--- config.mk ---
export PLATFORM = sky130hd
export DESIGN_NAME = trap_log_top
export DESIGN_NICKNAME = d
export VERILOG_FILES = /design/src/trap_log_pkg.sv /design/src/first_trap_recorder.sv /design/src/trap_cause_decoder.sv /design/src/trap_log_top.sv /design/src/trap_log_wb_slave.sv
export VERILOG_INCLUDE_DIRS = /design/src /design/src/src
export SDC_FILE = /design/constraint.sdc
export NUM_CORES = 1
export LEC_CHECK = 0
export ABC_CLOCK_PERIOD_IN_PS = 2900
export BUFFER_PORTS_ARGS = -buffer_cell sky130_fd_sc_hd__buf_2
export CAP_MARGIN = 20
export CORE_AREA = 2 2 147 149
export DETAILED_ROUTE_END_ITERATION = 16
export DIE_AREA = 0 0 149 151
export GPL_TIMING_DRIVEN = 0
export PLACE_DENSITY = 0.74
export REMOVE_ABC_BUFFERS = 1
export SLEW_MARGIN = 20
export SYNTH_ARGS = -nofsm -noshare
export SYNTH_HDL_FRONTEND = slang
export SYNTH_SLANG_ARGS = --single-unit
--- constraint.sdc ---
create_clock -name clk -period 2.9 [get_ports clk]
set_input_delay 0.29 -clock clk [delete_from_list [all_inputs] [get_ports clk]]
set_output_delay 0.29 -clock clk [all_outputs]
set_load 0.01 [all_outputs]
--- src/trap_log_settings.svh ---
// Trap-entry logger global settings
// Widths and the register map constants used by the package and the RTL
// The cause count fixes both the PC register range and the status address

`ifndef TRAP_LOG_SETTINGS_SVH
`define TRAP_LOG_SETTINGS_SVH

//////////////////////////////////////////////////
// Datapath widths
//////////////////////////////////////////////////

// Width of an instruction address and of a Wishbone data word
`define TL_XLEN 32

// Number of synchronous exception causes that get logged
`define TL_NUM_CAUSES 6

//////////////////////////////////////////////////
// Register map
//////////////////////////////////////////////////

// Wishbone word-address width, enough for the PCs plus status
`define TL_ADDR_W 3

// Status register sits right after the last per-cause PC register
`define TL_STATUS_ADDR 6

`endif

--- src/trap_log_pkg.sv ---
// Trap-entry logger shared types
// Vector typedefs, enums and packed structs used by every block of the
// logger and by its testbench

`include "trap_log_settings.svh"

package trap_log_pkg;

  //////////////////////////////////////////////////
  // Plain vector types
  //////////////////////////////////////////////////

  // Instruction address of a retiring instruction
  typedef logic [`TL_XLEN-1:0] pc_t;

  // Wishbone data word and word address
  typedef logic [`TL_XLEN-1:0]   wb_data_t;
  typedef logic [`TL_ADDR_W-1:0] wb_addr_t;

  // One bit per logged cause, bit index equals cause index
  typedef logic [`TL_NUM_CAUSES-1:0] cause_mask_t;

  //////////////////////////////////////////////////
  // Enums
  //////////////////////////////////////////////////

  // Privilege level encoding follows the RISC-V mstatus.mpp values
  typedef enum logic [1:0] {
    PRIV_LVL_U = 2'b00,
    PRIV_LVL_M = 2'b11
  } priv_lvl_e;

  // Cause index doubles as the word address of that cause's PC register
  // Listed from highest to lowest exception priority
  typedef enum logic [2:0] {
    CAUSE_INSTR_MPU = 3'd0,
    CAUSE_INSTR_BUS = 3'd1,
    CAUSE_ILLEGAL   = 3'd2,
    CAUSE_ECALL_M   = 3'd3,
    CAUSE_ECALL_U   = 3'd4,
    CAUSE_EBREAK    = 3'd5
  } cause_idx_e;

  // Wishbone slave FSM, idle or presenting the single ack cycle
  typedef enum logic {
    WB_IDLE = 1'b0,
    WB_ACK  = 1'b1
  } wb_state_e;

  //////////////////////////////////////////////////
  // Packed structs
  //////////////////////////////////////////////////

  // One retiring instruction as seen at writeback
  // The flags after valid only mean something while valid is high
  typedef struct packed {
    logic      valid;
    pc_t       pc;
    logic      illegal;
    logic      ecall;
    logic      ebreak;
    logic      bus_err;
    logic      mpu_err;
    priv_lvl_e priv;
    logic      irq_ack;
    logic      dbg_entry;
    logic      nmi;
  } retire_event_t;

  // Decoded exception, at most one per cycle
  typedef struct packed {
    logic       valid;
    cause_idx_e cause;
    pc_t        pc;
  } trap_hit_t;

  // Wishbone classic request from the master and response from the slave
  typedef struct packed {
    logic     cyc;
    logic     stb;
    logic     we;
    wb_addr_t adr;
    wb_data_t dat;
  } wb_req_t;

  typedef struct packed {
    logic     ack;
    wb_data_t dat;
  } wb_rsp_t;

endpackage

--- src/first_trap_recorder.sv ---
// First trap recorder
// Keeps one found flag and one captured PC per exception cause.
// Only the first hit of a cause is recorded, later hits are ignored
// until the host re-arms the cause with a write-one-to-clear mask.

`timescale 1ns/1ps

`include "trap_log_settings.svh"

module first_trap_recorder (
  input  logic                                     clk,
  input  logic                                     rst_ni,
  input  trap_log_pkg::trap_hit_t                  hit_i,
  input  trap_log_pkg::cause_mask_t                clear_mask_i,
  output trap_log_pkg::cause_mask_t                found_o,
  output trap_log_pkg::pc_t [`TL_NUM_CAUSES-1:0]   pc_table_o
);

  trap_log_pkg::cause_mask_t              hit_mask;
  trap_log_pkg::cause_mask_t              capture;
  trap_log_pkg::cause_mask_t              found_d;
  trap_log_pkg::cause_mask_t              found_q;
  trap_log_pkg::pc_t [`TL_NUM_CAUSES-1:0] pc_q;

  //////////////////////////////////////////////////
  // Flag update
  //////////////////////////////////////////////////

  // One-hot view of the incoming hit, empty when there is no hit
  assign hit_mask = hit_i.valid ? (trap_log_pkg::cause_mask_t'(1) << hit_i.cause) : '0;

  // Capture on a fresh cause, or when a clear of that cause lands in the
  // same cycle, since the hit takes precedence over the clear
  assign capture = hit_mask & (~found_q | clear_mask_i);

  // A hit sets its flag, a clear bit drops it unless a hit overrides
  assign found_d = hit_mask | (found_q & ~clear_mask_i);

  always_ff @(posedge clk or negedge rst_ni) begin
    if (!rst_ni) begin
      found_q <= '0;
    end else begin
      found_q <= found_d;
    end
  end

  //////////////////////////////////////////////////
  // Captured PCs
  //////////////////////////////////////////////////

  // PC registers read back as zero until their cause is first seen
  always_ff @(posedge clk or negedge rst_ni) begin
    if (!rst_ni) begin
      pc_q <= '0;
    end else begin
      for (int i = 0; i < `TL_NUM_CAUSES; i++) begin
        if (capture[i]) begin
          pc_q[i] <= hit_i.pc;
        end
      end
    end
  end

  assign found_o    = found_q;
  assign pc_table_o = pc_q;

  // A recorded cause only goes away through a clear from the register block
  for (genvar g = 0; g < `TL_NUM_CAUSES; g++) begin : g_flag_chk
    a_flag_held : assert property (@(posedge clk) disable iff (!rst_ni)
      (found_q[g] && !clear_mask_i[g]) |=> found_q[g]);
  end

endmodule

--- src/trap_cause_decoder.sv ---
// Trap cause decoder
// Turns one retire event per cycle into at most one exception hit.
// Events that coincide with an interrupt acknowledge, a debug entry or
// an NMI are dropped, the rest are resolved by exception priority and
// registered together with their PC.

`timescale 1ns/1ps

module trap_cause_decoder (
  input  logic                        clk,
  input  logic                        rst_ni,
  input  trap_log_pkg::retire_event_t event_i,
  output trap_log_pkg::trap_hit_t     hit_o
);

  logic                     suppress;
  logic                     exc_any;
  logic                     hit_valid_d;
  trap_log_pkg::cause_idx_e cause_d;
  logic                     hit_valid_q;
  trap_log_pkg::cause_idx_e cause_q;
  trap_log_pkg::pc_t        pc_q;

  //////////////////////////////////////////////////
  // Suppression and priority decode
  //////////////////////////////////////////////////

  // An interrupt, debug entry or NMI takes the trap slot in this cycle
  assign suppress = event_i.irq_ack | event_i.dbg_entry | event_i.nmi;

  // Any synchronous exception source at all
  assign exc_any = event_i.mpu_err | event_i.bus_err | event_i.illegal |
                   event_i.ecall | event_i.ebreak;

  assign hit_valid_d = event_i.valid & ~suppress & exc_any;

  // Highest priority first, EBREAK is what remains when nothing above fired
  always_comb begin
    cause_d = trap_log_pkg::CAUSE_EBREAK;
    if (event_i.mpu_err) begin
      cause_d = trap_log_pkg::CAUSE_INSTR_MPU;
    end else if (event_i.bus_err) begin
      cause_d = trap_log_pkg::CAUSE_INSTR_BUS;
    end else if (event_i.illegal) begin
      cause_d = trap_log_pkg::CAUSE_ILLEGAL;
    end else if (event_i.ecall) begin
      // ECALL cause depends on the privilege it was issued from
      if (event_i.priv == trap_log_pkg::PRIV_LVL_M) begin
        cause_d = trap_log_pkg::CAUSE_ECALL_M;
      end else begin
        cause_d = trap_log_pkg::CAUSE_ECALL_U;
      end
    end
  end

  //////////////////////////////////////////////////
  // Output register
  //////////////////////////////////////////////////

  always_ff @(posedge clk or negedge rst_ni) begin
    if (!rst_ni) begin
      hit_valid_q <= 1'b0;
    end else begin
      hit_valid_q <= hit_valid_d;
    end
  end

  // Cause and PC only move when a real hit is decoded
  always_ff @(posedge clk) begin
    if (hit_valid_d) begin
      cause_q <= cause_d;
      pc_q    <= event_i.pc;
    end
  end

  assign hit_o.valid = hit_valid_q;
  assign hit_o.cause = cause_q;
  assign hit_o.pc    = pc_q;

  // A suppressed retire must never surface as a hit one cycle later
  a_no_hit_after_suppress : assert property (@(posedge clk) disable iff (!rst_ni)
    (event_i.valid && suppress) |=> !hit_o.valid);

endmodule

--- src/trap_log_top.sv ---
// Trap-entry logger top level
// Retire events pass through the cause decoder into the first trap
// recorder, and the host reads and re-arms the log through the
// Wishbone register block.

`timescale 1ns/1ps

`include "trap_log_settings.svh"

module trap_log_top (
  input  logic                        clk,
  input  logic                        rst_ni,
  input  trap_log_pkg::retire_event_t event_i,
  input  trap_log_pkg::wb_req_t       wb_req_i,
  output trap_log_pkg::wb_rsp_t       wb_rsp_o
);

  trap_log_pkg::trap_hit_t                hit;
  trap_log_pkg::cause_mask_t              found;
  trap_log_pkg::pc_t [`TL_NUM_CAUSES-1:0] pc_table;
  trap_log_pkg::cause_mask_t              clear_mask;

  // Decode stage, one cycle from event to hit
  trap_cause_decoder trap_cause_decoder_i (
    .clk     (clk),
    .rst_ni  (rst_ni),
    .event_i (event_i),
    .hit_o   (hit)
  );

  // Record stage, one more cycle until flags and PCs are visible
  first_trap_recorder first_trap_recorder_i (
    .clk          (clk),
    .rst_ni       (rst_ni),
    .hit_i        (hit),
    .clear_mask_i (clear_mask),
    .found_o      (found),
    .pc_table_o   (pc_table)
  );

  // Host side register access and re-arm
  trap_log_wb_slave trap_log_wb_slave_i (
    .clk          (clk),
    .rst_ni       (rst_ni),
    .wb_req_i     (wb_req_i),
    .wb_rsp_o     (wb_rsp_o),
    .found_i      (found),
    .pc_table_i   (pc_table),
    .clear_mask_o (clear_mask)
  );

endmodule

--- src/trap_log_wb_slave.sv ---
// Trap log register block
// Wishbone classic slave in front of the first trap recorder.
// Word addresses below the cause count return the captured PCs, the
// status word returns the found mask, and a status write re-arms every
// cause whose data bit is set.

`timescale 1ns/1ps

`include "trap_log_settings.svh"

module trap_log_wb_slave (
  input  logic                                   clk,
  input  logic                                   rst_ni,
  input  trap_log_pkg::wb_req_t                  wb_req_i,
  output trap_log_pkg::wb_rsp_t                  wb_rsp_o,
  input  trap_log_pkg::cause_mask_t              found_i,
  input  trap_log_pkg::pc_t [`TL_NUM_CAUSES-1:0] pc_table_i,
  output trap_log_pkg::cause_mask_t              clear_mask_o
);

  trap_log_pkg::wb_state_e   state_q;
  trap_log_pkg::wb_state_e   state_d;
  logic                      req_accept;
  logic                      status_sel;
  trap_log_pkg::wb_data_t    rdata_d;
  trap_log_pkg::wb_data_t    rdata_q;
  trap_log_pkg::cause_mask_t clear_d;
  trap_log_pkg::cause_mask_t clear_q;

  //////////////////////////////////////////////////
  // Handshake FSM
  //////////////////////////////////////////////////

  // A new request is only taken while no ack is pending
  assign req_accept = (state_q == trap_log_pkg::WB_IDLE) && wb_req_i.cyc && wb_req_i.stb;

  assign status_sel = (wb_req_i.adr == trap_log_pkg::wb_addr_t'(`TL_STATUS_ADDR));

  always_comb begin
    state_d = state_q;
    case (state_q)
      trap_log_pkg::WB_IDLE: begin
        if (req_accept) begin
          state_d = trap_log_pkg::WB_ACK;
        end
      end
      // Ack lasts exactly one cycle
      trap_log_pkg::WB_ACK: begin
        state_d = trap_log_pkg::WB_IDLE;
      end
      default: begin
        state_d = trap_log_pkg::WB_IDLE;
      end
    endcase
  end

  //////////////////////////////////////////////////
  // Address map
  //////////////////////////////////////////////////

  // Read data reflects recorder state at the edge the request is taken
  always_comb begin
    rdata_d = '0;
    if (wb_req_i.adr < trap_log_pkg::wb_addr_t'(`TL_NUM_CAUSES)) begin
      rdata_d = pc_table_i[wb_req_i.adr];
    end else if (status_sel) begin
      rdata_d = {{(`TL_XLEN-`TL_NUM_CAUSES){1'b0}}, found_i};
    end
  end

  // PC registers are read-only, only the status word takes writes
  assign clear_d = (req_accept && wb_req_i.we && status_sel) ?
                   wb_req_i.dat[`TL_NUM_CAUSES-1:0] : '0;

  always_ff @(posedge clk or negedge rst_ni) begin
    if (!rst_ni) begin
      state_q <= trap_log_pkg::WB_IDLE;
      clear_q <= '0;
    end else begin
      state_q <= state_d;
      clear_q <= clear_d;
    end
  end

  always_ff @(posedge clk) begin
    if (req_accept) begin
      rdata_q <= rdata_d;
    end
  end

  assign wb_rsp_o.ack  = (state_q == trap_log_pkg::WB_ACK);
  assign wb_rsp_o.dat  = rdata_q;
  assign clear_mask_o  = clear_q;

  // Ack answers a live cycle and is followed by at least one idle cycle
  a_single_ack : assert property (@(posedge clk) disable iff (!rst_ni)
    wb_rsp_o.ack |-> (wb_req_i.cyc && wb_req_i.stb) ##1 !wb_rsp_o.ack);

endmodule

======== Word level (Yosys, flattened, before mapping) ========
Cells that the tools add are included.
cells by class
  order comparisons ....................... 2
  eq/ne operators ......................... 2
  shift-type cells ........................ 1
  mux-type cells .......................... 12
  bitwise gates (word level) .............. 16
  reductions and logical operators ........ 6
operators by type and width
  operator               count
  $bmux W32 S3           1
  $mux W32               2
  $mux W6                3
  $and A6 B6 Y6          2
  $not A6 Y6             2
  $or A6 B6 Y6           2
  $mux W3                2
  $or A1 B1 Y1           6
  $shl A1 B3 Y6 const A  1
  $logic_and A1 B1 Y1    4
  $lt A3 B4 Y1 const B   1
  $eq A3 B3 Y1 const B   1
  $lt A3 B3 Y1 const B   1
  $reduce_or A3 Y1       1
  $and A1 B1 Y1          2
  $eq A2 B2 Y1 const B   1
  $mux W1                2
  $mux W2                1
  $not A1 Y1             2
  $pmux W1 S2            1
  $reduce_or A2 Y1       1
storage, ports and cells
  register bits after elaboration ......... 273
  input port bits ......................... 83
  output and inout port bits .............. 33
  logic and storage cells ................. 54

======== Logic depth before layout (Yosys ltp) ========
  depth in word-level cells ............... 6
  mapped depth ............................ 6

======== Modules after synthesis ========
A second synthesis with hierarchy kept.
second synthesis, totals
  cell total of the unflattened synthesis .. 735
  area total of the unflattened synthesis .. 11493.5 um^2
by module, submodules not included
  module               times used  cells each  area an instance (um^2)  sequential area each (um^2)
  first_trap_recorder  1           437         7424.6                   4954.8
  trap_log_wb_slave    1           250         2920.3                   1136.1
  trap_cause_decoder   1           48          1148.6                   1076.0

======== Least setup slack after synthesis ========
No wires, ideal clock.
  path type ............................... reg-to-reg
  start point ............................. register trap_log_wb_slave_i.state_q
  end point ............................... register trap_log_wb_slave_i.rdata_q[0] (enable)
  library setup time ...................... 421 ps
  data arrival time ....................... 1768 ps
  data required time ...................... 2479 ps
  slack ................................... 711 ps
  stages on the path, launching flop included .. 2
  buffers on the path ..................... 0
  clock period less this slack ............ 2189 ps
  path through ............................ dfrtp_1 -> nor2_1
on the way
  longest elaborated chain between the ends .. 3
ends and longest elaborated chain
  item                                RTL line                 RTL
  from (decl)                         trap_log_wb_slave.sv:21  trap_log_pkg::wb_state_e state_q;
  from (signal assigned)              trap_log_wb_slave.sv:77  state_q <= trap_log_pkg::WB_IDLE;
  from (signal assigned)              trap_log_wb_slave.sv:80  state_q <= state_d;
  $not A1 Y1                          n/a
  $logic_and A1 B1 Y1 (2 in a row)    trap_log_wb_slave.sv:35  assign req_accept = (state_q == trap_log_pkg::WB_IDLE) && wb_req_i.cyc && wb_req_i.stb;
  net trap_log_wb_slave_i.req_accept  trap_log_wb_slave.sv:23  logic req_accept;
  to (signal assigned)                trap_log_wb_slave.sv:87  rdata_q <= rdata_d;
  to (decl)                           trap_log_wb_slave.sv:26  trap_log_pkg::wb_data_t rdata_q;
The timed path passes the listed nets, and every way through them passes these cells.
A chain may end at the register's enable or synchronous reset.

======== Final worst setup path ========
  start point ............................. register trap_cause_decoder_i.cause_q[2]
  end point ............................... register first_trap_recorder_i.pc_q (netlist bit first_trap_recorder_i.pc_table_o[11])
on the way
  longest elaborated chain between the ends .. 3
ends and longest elaborated chain
  item                             RTL line                   RTL
  from (decl)                      trap_cause_decoder.sv:21   trap_log_pkg::cause_idx_e cause_q;
  from (signal assigned)           trap_cause_decoder.sv:71   cause_q <= cause_d;
  $shl A1 B3 Y6                    first_trap_recorder.sv:30  assign hit_mask = hit_i.valid ? (trap_log_pkg::cause_mask_t'(1) << hit_i.cause) : '0;
  $mux W6                          first_trap_recorder.sv:30
  $and A6 B6 Y6                    first_trap_recorder.sv:34  assign capture = hit_mask & (~found_q | clear_mask_i);
  to (signal, indexed assignment)  first_trap_recorder.sv:58  pc_q[i] <= hit_i.pc;
  to (decl)                        first_trap_recorder.sv:23  trap_log_pkg::pc_t [`TL_NUM_CAUSES-1:0] pc_q;
No other way between the ends.

==> results.toml <==
[layout]
num_antenna_cells = 0
nNetsFinal = 954
drive_above_1_share = 0.428
synthToLayoutAreaGrowth_pct = 22.0
n_fill_cell = 1469

[critical_path]
worstPathRequired_ns = 3.30
r2r-end = "first_trap_recorder_i.pc_table_o[11]"
critPathArrivalTime_ns = 2.63
startpoint_type = "flop"
crit_fanout = 12
end_kind = "flop"
reg2reg_depth = 5
rrSetupSlack_ns = 0.67
path_class = "reg -> reg"
worstReg2RegStart = "trap_cause_decoder_i.cause_q[2]"

[clock_tree]
clock_sinks = 273
ctsResizeCount = 0
holdBufCountCts = 39
clockRootBuffer = "clkbuf_16"
cts_made_buffers = 28
cts_tree = "done"
path_clk_slew_ns = 0.06
cts_setup_buffers = 0
worstSkewPairLatency_ns = 0.53
htreeDepth = 1
clk_path_buf_depth = 3

[sta]
worst_slack_ns = 0.671
rsz0062_at_grt = "false"
final_hold_viol_count = 0
finalCritPeriodShare = 0.769
maxSlewViolCount = 0
slew_headroom = 0.511
fmax_mhz = 449
clock-skew-final_ns = 0.00879
whs_ns = 0.0831
tightest_slew_ns = 0.732
min_period_ns = 2.23
setup_viol = 0

[yosys]
ys_seq_elements = 273
synth_top_cells_by_area = "dfrtp_1 (45%), mux2_2 (21%), edfxtp_1 (18%)"
synth_edf_count = 67
avgSynthCellArea_um2 = 15.5
syn_inst = 733
synthArstFlopShare = 0.755
ys_seq_area_frac = 0.631
ys.flop_type = "dfrtp_1"
synth-warning-count = 0
netlist-cell-type-count = 34
synth_top_area_share = 0.454
synth.largest_area_cell = "dfrtp_1"
netlist_area_um2 = 11400

[worst_hold_path]
hp-class = "in -> reg"
min_path_cells = 2
min-delay-start = "event_i[5]"
worstHoldEndpoint = "trap_cause_decoder_i.cause_q[1]"

[drt]
drc_errors = 0
vias = 6618
first_pass_iters = 4
routed_wirelength_mm = 24.5
vias_per_cell = 5.67
ant_nets = 0
wl_per_cell_um = 21.0
drt_iter0_markers = 316

[global_routing]
overflow = 0
grt_util_met3 = 0.0328
met1_usage = 0.289
antenna_found_initial = 0
grt_pass1_vias = 7273
grtUsageTotal = 0.224
grt_max_degree = 91
grt_busiest_layer = "met2"
grt_pass1_wl_mm = 38.7
grt_use_met2 = 0.395

[die]
rows = 53
core_area_um2 = 20800
ioPinCount = 116
die_h_um = 151
initial_core_util = 0.546
dieWidth_um = 149
die_area_um2 = 22500

[place]
globalplace.congestion = 0.738
place_hpwl_mm = 15.5
pre_cts_ws_ns = 0.696
port_buffers = 89

[power_and_ir_drop]
p_leak_uw = 0.00647
powerDensity_nw_per_um2 = 631
irDropWorstVdd_uv = 398

[job]
drv_cap = 0

[status]
status = "finished, final reports clean"
[cell usage in the layout, fill, tap and decap left out, types with 3 or more instances in the layout]
cell           instances
dfrtp_1              206
inv_1                  5
clkbuf_1              10
nand2_1               37
o21ai_0                3
mux2_1                 7
nand4b_1               3
mux2i_1               70
a31oi_1                8
o221ai_1              26
a22o_1                 6
mux2_2               211
or2_2                  6
buf_8                  3
dlygate4sd3_1         39
buf_2                 87
clkbuf_16             29
nor2b_1                3
and2_1                 6
buf_16                13
edfxtp_1              67
nand2b_2               4
buf_4                  6
clkinv_2               3
bufinv_16              7
[kinds of logic after synthesis]
| logic type | synth area share |
|---|---|
| AOI/OAI and AO/OA | 0.0347 |
| buffers and inverters | 0.0219 |
| DFF | 0.631 |
| muxes | 0.278 |
| and+or+nand+nor | 0.0347 |
[registers in the layout, summed over array words and instances (netlist names)]
signal,cells
trap_log_wb_slave_i.clear_mask_o,6
trap_log_wb_slave_i.rdata_q,32
first_trap_recorder_i.pc_table_o,192
trap_cause_decoder_i.hit_valid_q,1
trap_log_wb_slave_i.state_q,1
first_trap_recorder_i.found_o,6
trap_cause_decoder_i.cause_q,3
trap_cause_decoder_i.pc_q,32
[synth_stat cells (3+ instances only)]
library cell / count
nor2b_1: 3
buf_6: 3
or2_2: 6
buf_2: 16
nand4b_1: 3
inv_1: 5
mux2_2: 211
nand2b_1: 6
edfxtp_1: 67
a31oi_1: 8
nand2_1: 37
dfrtp_1: 206
nor2_1: 4
buf_4: 7
o221ai_1: 26
a22o_1: 6
a21oi_1: 3
o21ai_0: 3
mux2i_1: 70
and2_1: 6
clkbuf_1: 16
mux2_1: 7
[per-stage QoR]
step / cell area (um2) / total power (uW) / TNS (ns) / utilization / cells
floorplan: 11100 / 4550 / 0 / - / 690
global placement: 11900 / 4770 / -493.42 / 0.572 / 1054
detailed placement: 12400 / 4850 / 0 / 0.598 / 1077
CTS: 13900 / 8820 / 0 / 0.666 / 1168
global route: 13900 / 9040 / 0 / 0.666 / 1168
finish: 13900 / 8750 / 0 / 0.666 / 1168
[area by class of cell]
type,instances,area (um2),area share
Multi-Input combinational cell,412,3990,0.288
Tap cell,275,344,0.0248
Clock buffer,41,791,0.0571
Timing Repair Buffer,151,1320,0.0950
Inverter,5,18.8,0.00135
Sequential cell,273,7170,0.517
Clock inverter,11,229,0.0165
[worst max-delay path by stage]
stage | end | slack (ns) | startpoint | depth (start not counted)
after floorplan | first_trap_recorder_i.pc_table_o[100] | 0.12 | trap_cause_decoder_i.cause_q[2] | 3
after global placement | first_trap_recorder_i.pc_table_o[116] | -1.66 | trap_cause_decoder_i.cause_q[2] | 3
after detailed placement | first_trap_recorder_i.pc_table_o[27] | 0.70 | trap_cause_decoder_i.cause_q[2] | 5
after CTS | first_trap_recorder_i.pc_table_o[11] | 0.67 | trap_cause_decoder_i.cause_q[2] | 5
after global routing | first_trap_recorder_i.pc_table_o[11] | 0.58 | trap_cause_decoder_i.cause_q[2] | 5
final | first_trap_recorder_i.pc_table_o[11] | 0.67 | trap_cause_decoder_i.cause_q[2] | 5
[report_power, final]
group	switching [uW]	internal [uW]	total [uW]
Sequential	113	4140	4250
Combinational	276	295	571
Clock	1430	2510	3930
Total	1810	6940	8750
[worst max-delay path, cell delays in order (launching register included)]
cell	delay [ns]
edfxtp_1	0.47
or3b_4	0.46
nor3_4	0.40
buf_8	0.22
buf_8	0.19
mux2_2	0.36
[metal layers]
metal  wire, um  share of wire
met1      10300           0.42
met2      12600           0.51
met3       1050          0.043
met4        588          0.024
met5          0              0
Power figures use the tool's default switching activity.
